===== src/hdl/udp_pkg.sv =====
package udp_pkg;

  // stream geometry
  localparam int data_width_c = 64;                 // bits per beat
  localparam int keep_width_c = data_width_c / 8;   // one enable per byte

  localparam int udp_header_bytes_c = 8;            // fixed udp header size

  typedef logic [31:0] ip_addr_t;       // ipv4, msb is first octet
  typedef logic [15:0] udp_port_t;
  typedef logic [7:0]  word_count_t;    // payload beats per packet
  typedef logic [7:0]  gap_t;           // idle cycles between packets

  // gap codes picked by the push buttons
  localparam gap_t gap_none_c  = 8'd0;  // north
  localparam gap_t gap_short_c = 8'd1;  // center
  localparam gap_t gap_long_c  = 8'd9;  // south

  // one beat on any data stream, 73 bits
  typedef struct packed {
    logic [data_width_c-1:0] data;
    logic [keep_width_c-1:0] keep;
    logic                    last;      // closes the packet
  } stream_beat_t;

  // per-packet descriptor from generator to framer, 104 bits
  typedef struct packed {
    ip_addr_t    dst_ip;
    ip_addr_t    src_ip;
    udp_port_t   dst_port;
    udp_port_t   src_port;
    word_count_t word_count;            // payload only, headers not counted
  } udp_meta_t;

endpackage


===== src/hdl/run_control.sv =====
`timescale 1ns/10ps

module run_control (
  input  logic          aclk,
  input  logic          aresetn,
  input  logic          button_north,
  input  logic          button_center,
  input  logic          button_south,
  input  logic          run_ext,
  input  logic          calib_c0,
  input  logic          calib_c1,
  output logic          run_start,
  output udp_pkg::gap_t packet_gap,
  output logic          link_ready
);
  import udp_pkg::*;

  logic calib_c0_r1;    // first sync stage
  logic calib_c0_r2;
  logic calib_c1_r1;
  logic calib_c1_r2;
  logic any_button;
  logic start_req;

  assign any_button = button_north | button_center | button_south;
  assign start_req  = any_button | run_ext;   // run_ext reuses last gap

  // calibration flags come from the memory clock domains
  always_ff @(posedge aclk) begin
    if (!aresetn) begin
      calib_c0_r1 <= 1'b0;
      calib_c0_r2 <= 1'b0;
      calib_c1_r1 <= 1'b0;
      calib_c1_r2 <= 1'b0;
      link_ready  <= 1'b0;
    end else begin
      calib_c0_r1 <= calib_c0;
      calib_c0_r2 <= calib_c0_r1;
      calib_c1_r1 <= calib_c1;
      calib_c1_r2 <= calib_c1_r1;
      link_ready  <= calib_c0_r2 & calib_c1_r2;  // both memories up
    end
  end

  always_ff @(posedge aclk) begin
    if (!aresetn) begin
      run_start  <= 1'b0;
      packet_gap <= gap_none_c;
    end else begin
      run_start <= link_ready & start_req;      // single cycle pulse per sample
      if (link_ready) begin
        if (button_south) begin                 // south wins
          packet_gap <= gap_long_c;
        end else if (button_center) begin
          packet_gap <= gap_short_c;
        end else if (button_north) begin
          packet_gap <= gap_none_c;
        end
      end
    end
  end

endmodule


===== src/hdl/udp_traffic_gen.sv =====
`timescale 1ns/10ps

module udp_traffic_gen #(
  parameter udp_pkg::ip_addr_t  LOCAL_IP     = 32'hc0a8_030b,  // 192.168.3.11
  parameter udp_pkg::ip_addr_t  TARGET_IP    = 32'hc0a8_030a,  // 192.168.3.10
  parameter udp_pkg::udp_port_t SRC_PORT     = 16'd49152,
  parameter udp_pkg::udp_port_t DST_PORT     = 16'd5001,
  parameter int unsigned        WORD_COUNT   = 4,
  parameter int unsigned        PACKET_COUNT = 3
) (
  input  logic                  aclk,
  input  logic                  aresetn,
  input  logic                  run_start,
  input  udp_pkg::gap_t         packet_gap,
  output logic                  busy,
  output logic                  meta_valid,
  output udp_pkg::udp_meta_t    meta,
  input  logic                  meta_ready,
  output logic                  data_valid,
  output udp_pkg::stream_beat_t data,
  input  logic                  data_ready
);
  import udp_pkg::*;

  typedef enum logic [1:0] {
    st_idle,
    st_meta,
    st_payload,
    st_gap
  } state_t;

  state_t      state;
  gap_t        gap_q;      // gap latched at run start
  gap_t        gap_cnt;    // remaining idle cycles
  logic [31:0] pkt_cnt;    // p, upper half of payload
  logic [31:0] word_cnt;   // w, lower half of payload
  logic        last_word;
  logic        last_pkt;

  assign last_word = (word_cnt == WORD_COUNT - 1);
  assign last_pkt  = (pkt_cnt == PACKET_COUNT - 1);
  assign busy      = (state != st_idle);   // new run_start ignored while set

  // descriptor never changes within a run
  assign meta_valid = (state == st_meta);
  assign meta = '{dst_ip: TARGET_IP, src_ip: LOCAL_IP, dst_port: DST_PORT,
                  src_port: SRC_PORT, word_count: word_count_t'(WORD_COUNT)};

  assign data_valid = (state == st_payload);
  assign data = '{data: {pkt_cnt, word_cnt}, keep: '1, last: last_word};

  always_ff @(posedge aclk) begin
    if (!aresetn) begin
      state    <= st_idle;
      gap_q    <= gap_none_c;
      gap_cnt  <= '0;
      pkt_cnt  <= '0;
      word_cnt <= '0;
    end else begin
      case (state)
        st_idle: begin
          if (run_start) begin
            gap_q    <= packet_gap;
            pkt_cnt  <= '0;            // p and w restart every run
            word_cnt <= '0;
            state    <= st_meta;
          end
        end
        st_meta: begin
          if (meta_ready) begin        // meta_valid is high in this state
            state <= st_payload;
          end
        end
        st_payload: begin
          if (data_ready) begin
            if (last_word) begin
              word_cnt <= '0;
              if (last_pkt) begin
                state <= st_idle;      // run done, busy drops
              end else begin
                pkt_cnt <= pkt_cnt + 32'd1;
                if (gap_q == gap_none_c) begin
                  state <= st_meta;    // back to back
                end else begin
                  gap_cnt <= gap_q - gap_t'(1);
                  state   <= st_gap;
                end
              end
            end else begin
              word_cnt <= word_cnt + 32'd1;
            end
          end
        end
        st_gap: begin
          if (gap_cnt == '0) begin     // gap_q cycles spent here
            state <= st_meta;
          end else begin
            gap_cnt <= gap_cnt - gap_t'(1);
          end
        end
        default: state <= st_idle;
      endcase
    end
  end

endmodule


===== src/hdl/stream_fifo.sv =====
`timescale 1ns/10ps

module stream_fifo #(
  parameter type item_t     = logic,
  parameter int  FIFO_DEPTH = 8
) (
  input  logic  aclk,
  input  logic  aresetn,
  input  logic  in_valid,
  input  item_t in_item,
  output logic  in_ready,
  output logic  out_valid,
  output item_t out_item,
  input  logic  out_ready
);

  localparam int ptr_width_c = (FIFO_DEPTH > 1) ? $clog2(FIFO_DEPTH) : 1;
  localparam int cnt_width_c = $clog2(FIFO_DEPTH + 1);

  typedef logic [ptr_width_c-1:0] ptr_t;
  typedef logic [cnt_width_c-1:0] cnt_t;

  item_t mem [FIFO_DEPTH];   // storage registers
  ptr_t  wr_ptr;
  ptr_t  rd_ptr;
  cnt_t  count;              // occupancy
  logic  push;
  logic  pop;

  // wrap at FIFO_DEPTH, depth need not be a power of two
  function automatic ptr_t next_ptr(input ptr_t ptr);
    if (ptr == ptr_t'(FIFO_DEPTH - 1)) begin
      return '0;
    end
    return ptr + ptr_t'(1);
  endfunction

  assign in_ready  = (count != cnt_t'(FIFO_DEPTH));  // low when full
  assign out_valid = (count != '0);
  assign out_item  = mem[rd_ptr];                    // straight from a flop
  assign push      = in_valid & in_ready;
  assign pop       = out_valid & out_ready;

  always_ff @(posedge aclk) begin
    if (push) begin
      mem[wr_ptr] <= in_item;
    end
  end

  always_ff @(posedge aclk) begin
    if (!aresetn) begin
      wr_ptr <= '0;
      rd_ptr <= '0;
      count  <= '0;
    end else begin
      if (push) begin
        wr_ptr <= next_ptr(wr_ptr);
      end
      if (pop) begin
        rd_ptr <= next_ptr(rd_ptr);
      end
      if (push && !pop) begin
        count <= count + cnt_t'(1);
      end else if (pop && !push) begin
        count <= count - cnt_t'(1);
      end
    end
  end

endmodule


===== src/hdl/udp_tx_framer.sv =====
`timescale 1ns/10ps

module udp_tx_framer (
  input  logic                  aclk,
  input  logic                  aresetn,
  input  logic                  meta_valid,
  input  udp_pkg::udp_meta_t    meta,
  output logic                  meta_ready,
  input  logic                  data_valid,
  input  udp_pkg::stream_beat_t data,
  output logic                  data_ready,
  output logic                  tx_valid,
  output udp_pkg::stream_beat_t tx_data,
  input  logic                  tx_ready,
  output logic [15:0]           tx_packet_count
);
  import udp_pkg::*;

  typedef enum logic [1:0] {
    st_wait_meta,
    st_hdr0,
    st_hdr1,
    st_payload
  } state_t;

  state_t      state;
  udp_meta_t   meta_q;     // descriptor of packet in flight
  logic [15:0] udp_len;    // header plus payload bytes
  logic        tx_fire;

  assign udp_len    = 16'(udp_header_bytes_c) + 16'(meta_q.word_count) * 16'd8;
  assign meta_ready = (state == st_wait_meta);
  assign data_ready = (state == st_payload) & tx_ready;  // pass-through stall
  assign tx_fire    = tx_valid & tx_ready;

  // output mux, header beats built from the held descriptor
  always_comb begin
    tx_valid = 1'b0;
    tx_data  = '0;
    case (state)
      st_hdr0: begin
        tx_valid = 1'b1;
        tx_data  = '{data: {meta_q.dst_ip, meta_q.src_ip}, keep: '1, last: 1'b0};
      end
      st_hdr1: begin
        tx_valid = 1'b1;
        tx_data  = '{data: {meta_q.dst_port, meta_q.src_port, udp_len, 16'h0000},
                     keep: '1, last: 1'b0};   // checksum left at zero
      end
      st_payload: begin
        tx_valid = data_valid;
        tx_data  = data;                      // unchanged
      end
      default: tx_valid = 1'b0;
    endcase
  end

  always_ff @(posedge aclk) begin
    if (meta_valid && meta_ready) begin
      meta_q <= meta;
    end
  end

  always_ff @(posedge aclk) begin
    if (!aresetn) begin
      state           <= st_wait_meta;
      tx_packet_count <= '0;
    end else begin
      case (state)
        st_wait_meta: begin
          if (meta_valid) begin
            state <= st_hdr0;
          end
        end
        st_hdr0: begin
          if (tx_ready) begin
            state <= st_hdr1;
          end
        end
        st_hdr1: begin
          if (tx_ready) begin
            state <= st_payload;
          end
        end
        st_payload: begin
          if (tx_fire && data.last) begin
            state <= st_wait_meta;     // one idle cycle before next meta
          end
        end
        default: state <= st_wait_meta;
      endcase
      if (tx_fire && tx_data.last) begin
        tx_packet_count <= tx_packet_count + 16'd1;
      end
    end
  end

endmodule


===== src/hdl/udp_iperf_top.sv =====
`timescale 1ns/10ps

module udp_iperf_top #(
  parameter udp_pkg::ip_addr_t  LOCAL_IP     = 32'hc0a8_030b,  // 192.168.3.11
  parameter udp_pkg::ip_addr_t  TARGET_IP    = 32'hc0a8_030a,  // 192.168.3.10
  parameter udp_pkg::udp_port_t SRC_PORT     = 16'd49152,
  parameter udp_pkg::udp_port_t DST_PORT     = 16'd5001,
  parameter int unsigned        WORD_COUNT   = 4,
  parameter int unsigned        PACKET_COUNT = 3,
  parameter int                 FIFO_DEPTH   = 8
) (
  input  logic                  aclk,
  input  logic                  aresetn,
  input  logic                  button_north,
  input  logic                  button_center,
  input  logic                  button_south,
  input  logic                  run_ext,
  input  logic                  calib_c0,
  input  logic                  calib_c1,
  input  logic                  tx_ready,
  output logic                  tx_valid,
  output udp_pkg::stream_beat_t tx_data,
  output logic [15:0]           tx_packet_count,
  output logic                  link_ready,
  output logic                  busy
);
  import udp_pkg::*;

  logic         run_start;
  gap_t         packet_gap;
  logic         gen_meta_valid;   // generator side
  logic         gen_meta_ready;
  udp_meta_t    gen_meta;
  logic         gen_data_valid;
  logic         gen_data_ready;
  stream_beat_t gen_data;
  logic         fr_meta_valid;    // framer side
  logic         fr_meta_ready;
  udp_meta_t    fr_meta;
  logic         fr_data_valid;
  logic         fr_data_ready;
  stream_beat_t fr_data;

  run_control i_run_control (
    .aclk, .aresetn, .button_north, .button_center, .button_south,
    .run_ext, .calib_c0, .calib_c1, .run_start, .packet_gap, .link_ready
  );

  udp_traffic_gen #(
    .LOCAL_IP(LOCAL_IP), .TARGET_IP(TARGET_IP), .SRC_PORT(SRC_PORT),
    .DST_PORT(DST_PORT), .WORD_COUNT(WORD_COUNT), .PACKET_COUNT(PACKET_COUNT)
  ) i_traffic_gen (
    .aclk, .aresetn, .run_start, .packet_gap, .busy,
    .meta_valid(gen_meta_valid), .meta(gen_meta), .meta_ready(gen_meta_ready),
    .data_valid(gen_data_valid), .data(gen_data), .data_ready(gen_data_ready)
  );

  stream_fifo #(.item_t(udp_meta_t), .FIFO_DEPTH(FIFO_DEPTH)) meta_fifo (
    .aclk, .aresetn,
    .in_valid(gen_meta_valid), .in_item(gen_meta), .in_ready(gen_meta_ready),
    .out_valid(fr_meta_valid), .out_item(fr_meta), .out_ready(fr_meta_ready)
  );

  stream_fifo #(.item_t(stream_beat_t), .FIFO_DEPTH(FIFO_DEPTH)) data_fifo (
    .aclk, .aresetn,
    .in_valid(gen_data_valid), .in_item(gen_data), .in_ready(gen_data_ready),
    .out_valid(fr_data_valid), .out_item(fr_data), .out_ready(fr_data_ready)
  );

  udp_tx_framer i_tx_framer (
    .aclk, .aresetn,
    .meta_valid(fr_meta_valid), .meta(fr_meta), .meta_ready(fr_meta_ready),
    .data_valid(fr_data_valid), .data(fr_data), .data_ready(fr_data_ready),
    .tx_valid, .tx_data, .tx_ready, .tx_packet_count
  );

endmodule


===== config.mk =====
export PLATFORM = sky130hd
export DESIGN_NAME = udp_iperf_top
export DESIGN_NICKNAME = d
export VERILOG_FILES = /design/src/hdl/udp_pkg.sv /design/src/hdl/run_control.sv /design/src/hdl/udp_traffic_gen.sv /design/src/hdl/stream_fifo.sv /design/src/hdl/udp_tx_framer.sv /design/src/hdl/udp_iperf_top.sv
export SDC_FILE = /design/constraint.sdc
export NUM_CORES = 1
export LEC_CHECK = 0
export BUFFER_PORTS_ARGS = -buffer_cell sky130_fd_sc_hd__buf_2
export CAP_MARGIN = 20
export CORE_MARGIN = 1.5
export CORE_UTILIZATION = 50
export CTS_CLUSTER_SIZE = 40
export DETAILED_ROUTE_END_ITERATION = 10
export PLACE_DENSITY = 0.67
export SKIP_CTS_REPAIR_TIMING = 1
export SLEW_MARGIN = 10
export SYNTH_ARGS = -nofsm -noshare
export SYNTH_HDL_FRONTEND = slang
export SYNTH_SLANG_ARGS = --single-unit

===== constraint.sdc =====
create_clock -name aclk -period 11 [get_ports aclk]
set_input_delay 1.1 -clock aclk [delete_from_list [all_inputs] [get_ports aclk]]
set_output_delay 1.1 -clock aclk [all_outputs]
set_load 0.005 [all_outputs]

==> results of run 1 <==
-- final cells by class --
class	instances	area share [%]
sequential	639	61.3
multi-input combinational	822	25.7
clock buffer	88	6.22
tap	680	2.90
timing repair buffer	127	2.50
clock inverter	31	1.11
inverter	23	0.294
-- path summary, 6_finish.rpt --
kind | start | endpoint | slack (ns) | depth (start not counted)
setup / recovery | flip-flop | tx_data[60] | 6.49 | 6
hold / removal | i_run_control.calib_c1_r1 | i_run_control.calib_c1_r2 | 0.44 | 1
setup reg to reg | i_traffic_gen.state[0] | data_fifo.mem[7][33] | 7.24 | 7
hold reg to reg | i_run_control.calib_c1_r1 | i_run_control.calib_c1_r2 | 0.44 | 1
-- kinds of logic (layout without fill, tap and decap cells) --
family	after synthesis	count (layout)	share of synthesized area, %
flip-flops	639	639	69.4
AND/OR/NAND/NOR	382	382	7.86
multiplexers	208	208	14.3
AO/OA/AOI/OAI	157	157	3.73
buffers and inverters	103	269	1.71
XOR/XNOR	48	48	1.62
adder cells (fa/ha/maj)	27	27	1.36
-- synth_stat cells (23+ instances only) --
cell	count	area (um2)
edfxtp_1	520	15600
mux4_2	130	2930
dfxtp_1	119	2380
nor2_1	93	349
mux2i_1	73	731
nand2_1	73	274
o21ai_0	54	270
a21oi_1	41	205
clkbuf_1	40	150
nand3_1	29	145
xnor2_1	28	245
and2_1	25	156
ha_1	25	313
buf_1	23	86.3
-- routing by layer --
| metal | up-vias | wire (um) | global-route usage, % |
|---|---|---|---|
| met1 | 7269 | 23500 | 28.6 |
| li1 | 6388 | - | - |
| met4 | 0 | 1770 | 8.11 |
| met2 | 355 | 26100 | 34.0 |
| met5 | - | 0 | 0 |
| met3 | 112 | 2570 | 3.52 |
-- where the power goes --
part,internal (uW),total (uW),switching [uW]
combinational,98.8,234,135
sequential,2590,2600,14.6
clock,1330,2220,886
-- flip-flops by register name (all words and copies together) (netlist names), 2 cells and up, named ones only --
| signal | count |
|---|---|
| data_fifo.wr_ptr | 3 |
| meta_fifo.count | 4 |
| data_fifo.mem | 520 |
| i_tx_framer.state | 2 |
| i_tx_framer.tx_packet_count | 16 |
| i_traffic_gen.pkt_cnt | 32 |
| i_traffic_gen.gap_cnt | 8 |
| i_traffic_gen.gap_q | 2 |
| i_run_control.packet_gap | 2 |
| data_fifo.rd_ptr | 3 |
| i_traffic_gen.word_cnt | 32 |
| data_fifo.count | 4 |
| i_traffic_gen.state | 2 |
-- metrics by stage --
stage	std cells	power [uW]	hold slack, ns	utilization, %	area [um2]
finish	2410	5050	0.436	57.3	29400
global route	2410	5220	0.452	57.3	29400
floorplan	1564	2800	0.412	-	25900
global placement	2288	2890	0.420	53.0	27200
detailed placement	2288	2890	0.428	53.0	27200
CTS	2407	5110	0.442	57.2	29300
-- critical path, stage by stage (launching register included) --
cell     delay [ns]
dfxtp_4        0.67
buf_4          0.83
mux4_2         0.61
mux2_2         0.33
a21oi_1        0.17
nor2_1         0.05
buf_2          0.14
==> results.toml, run 1 <==
[worst_hold_path]
hold_path_class = "flip-flop to flip-flop"

[finish]
fill_cells = 3892
area_growth_pct = 13.3
ff_latch_area_um2 = 18000
n_antenna_cell = 0
multi_input_area_um2 = 7540
layout_common_cells = "edfxtp_1 (520), mux4_2 (130), dfxtp_1 (116)"
finalNetCount = 1715
mostFrequentLayoutCell = "edfxtp_1"
drive_gt1_share_pct = 21.5

[route]
dr.pass1.iters = 5
avgViaCountPerCell = 5.86
drc_errors = 0
num_vias = 14100
ant_nets = 0
drt_wl_total_um = 54000
drtIter0Drc = 1070
routedWlPerCell_um = 22.4

[worst_setup_path]
critPathLaunchType = "flip-flop"
crit_fanout = 48
cp-end-kind = "output port"
cp.arrival_ns = 3.41
worstPathRequired_ns = 9.90
path_class = "flip-flop to output port"

[logic_synthesis]
synth_fp_nets = 1600
synth-edff-count = 520
ys_seq_elements = 639
ys.flop_type = "edfxtp_1"
ys_seq_area_share_pct = 69.4
synth_warnings = 0
synth_area_um2 = 25900
synth_area_per_cell_um2 = 16.6
async_flop_share_pct = 0
synth_cell_types = 62
syn_inst = 1564

[sta]
finClkSkew_ns = 0.0205
fin_crit_ns = 4.51
rsz0062_at_grt = "false"
relSlewSlack_pct = 34.5
min_period_over_period_pct = 41.0
drv_slew = 0
fin_setup_tns_ns = 0
setup_viol = 0
worst_pin_slew_ns = 0.982
hold_violations = 0
max_freq_mhz = 222
setup_slack_ns = 6.49

[floorplanning]
core_area_um2 = 51300
rows = 83
start_util_pct = 50.6
dieArea_um2 = 53200
die_w_um = 231
die_h_um = 231
io-pin-count = 101

[power_and_ir_drop]
peakVddDrop_uv = 148
power_density_nw_per_um2 = 172
p_leak_uw = 0.00970

[clocking]
cts.root.buffer_cell = "clkbuf_16"
path_clk_slew_ns = 0.06
cts_sinks = 639
numCtsBuffers = 66
htreeDepth = 3
clockBufferDepth = 3
cts_tree = "done"
clock_latency_ns = 0.60

[grt]
grt_pass1_vias = 14300
grt_antenna_before_repair = 0
grt_max_degree = 72
grt_overflow_total = 0
grt_pass1_wl_um = 84200
gr-usage-all-layers_pct = 21.0

[run_status]
status = "completed"

[place]
hpwl_um = 30900
gp_congestion = 0.785
port-buffer-count = 100
dp_slack_ns = 6.51

[flow_run]
cap_violations = 0
Power figures use the tool's default switching activity.
==> inputs of run 2 (changes only) <==
Clock period 11 ns to 4.4 ns, I/O delays scaled along.
==> run 2 against run 1 <==
Against the previous run: die area stayed put; hold slack worse by 0.37 ns; clock-buffer cell count is 1 higher; sequential cell count stayed put; combinational power grew to 2.6 times the previous value; sequential power grew to 2.5 times the previous value; largest cell class unchanged.
==> results.toml, run 2 (same netlist as run 1, synthesis figures left out) <==
[clocking]
cts_sinks = 639
cts.root.buffer_cell = "clkbuf_16"
htreeDepth = 3
numCtsBuffers = 66
path_clk_slew_ns = 0.07
cts_tree = "done"
clockBufferDepth = 3
clock_latency_ns = 0.60

[finish]
final_util_pct = 57.4
postLayoutCellArea_um2 = 29500
finalNetCount = 1720
drive_gt1_share_pct = 22.5
layout_common_cells = "edfxtp_1 (520), mux4_2 (130), dfxtp_1 (116)"
mostFrequentLayoutCell = "edfxtp_1"
max_flop_register = "data_fifo.mem"
area_growth_pct = 13.6
n_antenna_cell = 0
largest_register_ffs = 520
fill_cells = 3945
top_regs = "data_fifo.mem: 520 flops, i_traffic_gen.pkt_cnt: 32 flops, i_traffic_gen.word_cnt: 32 flops"

[floorplanning]
dieArea_um2 = 53200
die_h_um = 231
die_w_um = 231
rows = 83
core_area_um2 = 51300
io-pin-count = 101
start_util_pct = 50.6

[worst_hold_path]
hold_end = "i_run_control.calib_c1_r1"
hold_path_class = "primary input to flip-flop"
holdCritStartpoint = "calib_c1"
hold_depth = 2

[route]
avgViaCountPerCell = 5.85
routedWlPerCell_um = 22.6
drt_wl_total_um = 54700
drtIter0Drc = 1113
ant_nets = 0
num_vias = 14100
dr.pass1.iters = 5
drc_errors = 0

[sta]
drv_slew = 0
min_period_over_period_pct = 78.7
max_freq_mhz = 289
fin_setup_tns_ns = 0
setup_slack_ns = 0.938
rsz0062_at_grt = "false"
setup_viol = 0
finClkSkew_ns = 0.0218
hold_violations = 0
relSlewSlack_pct = 31.9
fin_crit_ns = 3.46
worst_pin_slew_ns = 1.02
hold_ws_ns = 0.0636

[run_status]
status = "completed"

[grt]
grt_overflow_total = 0
grt_antenna_before_repair = 1
grt_pass1_wl_um = 84300
gr-usage-all-layers_pct = 21.0
grt_max_degree = 55
grt_pass1_vias = 14300

[worst_setup_path]
cp.arrival_ns = 3.02
r2r_start = "data_fifo.count[0]"
crit_fanout = 42
path_cells = "buf_12 -> mux4_2 -> mux2_2 -> a21oi_1 -> nor2_1 -> buf_2"
rr_worst_depth = 11
critPathMaxStageDelay_ns = 0.74
critPathSlowestCell = "dfxtp_4"
r2r_end = "data_fifo.count[3]"
critPathLaunchType = "flip-flop"
path_class = "flip-flop to output port"
cp-end-kind = "output port"
crit_family = "multiplexers"
reg2reg_slack_ns = 1.06
path_buf_inv = 2
worstPathRequired_ns = 3.96

[power_and_ir_drop]
p_leak_uw = 0.0102
power_density_nw_per_um2 = 428
peakVddDrop_uv = 344

[place]
gp_congestion = 0.824
place_area_um2 = 27300
port-buffer-count = 100
hpwl_um = 31900
dp_slack_ns = 1.09

[flow_run]
cap_violations = 0
-- run 2: stage by stage --
stage	power, uW	std cells
floorplan	7010	1564
global placement	7230	2295
detailed placement	7240	2295
CTS	12700	2415
global route	13000	2416
finish	12600	2416
-- run 2: final cells by class --
cell class                 instances  area [um2]  share of cell area, %
tap                              680         851                   2.89
timing repair buffer             132         791                   2.68
clock buffer                      89        1870                   6.34
sequential                       639       18000                   61.1
inverter                          23        86.3                  0.293
multi-input combinational        822        7560                   25.7
clock inverter                    31         294                  0.998
-- run 2: how the worst max path moves through the flow --
stage	end	slack, ns	depth (start not counted)
2_1_floorplan	data_fifo.mem[5][0]	-2.22	8
3_3_place_gp	data_fifo.count[3]	1.17	11
3_5_place_dp	i_traffic_gen.pkt_cnt[30]	1.09	7
4_1_cts	tx_data[64]	0.87	6
5_1_grt	tx_data[64]	0.74	6
6_report	tx_data[64]	0.94	6
-- run 2: worst register-to-register path: cells and delay by family, from the launching register on --
kind                     cells  cell delay (ns)
AND/OR/NAND/NOR              3             1.48
AO/OA/AOI/OAI                3             0.51
adder cells (fa/ha/maj)      2             0.50
flip-flops                   1             0.38
buffers and inverters        2             0.33
XOR/XNOR                     1             0.09
-- run 2: report_power, final --
part           switching [uW]  internal, uW
logic                     362           245
registers                37.3          6470
clock network            2250          3240
total                    2650          9950
-- run 2: layer usage --
metal | vias up | track usage, % | wire length (um) | part of all wire [%]
li1 | 6411 | - | - | -
met5 | - | 0 | 0 | 0
met2 | 396 | 34.2 | 27000 | 49
met3 | 83 | 4.11 | 3220 | 5.9
met4 | 0 | 6.41 | 1250 | 2.3
met1 | 7241 | 28.8 | 23200 | 42
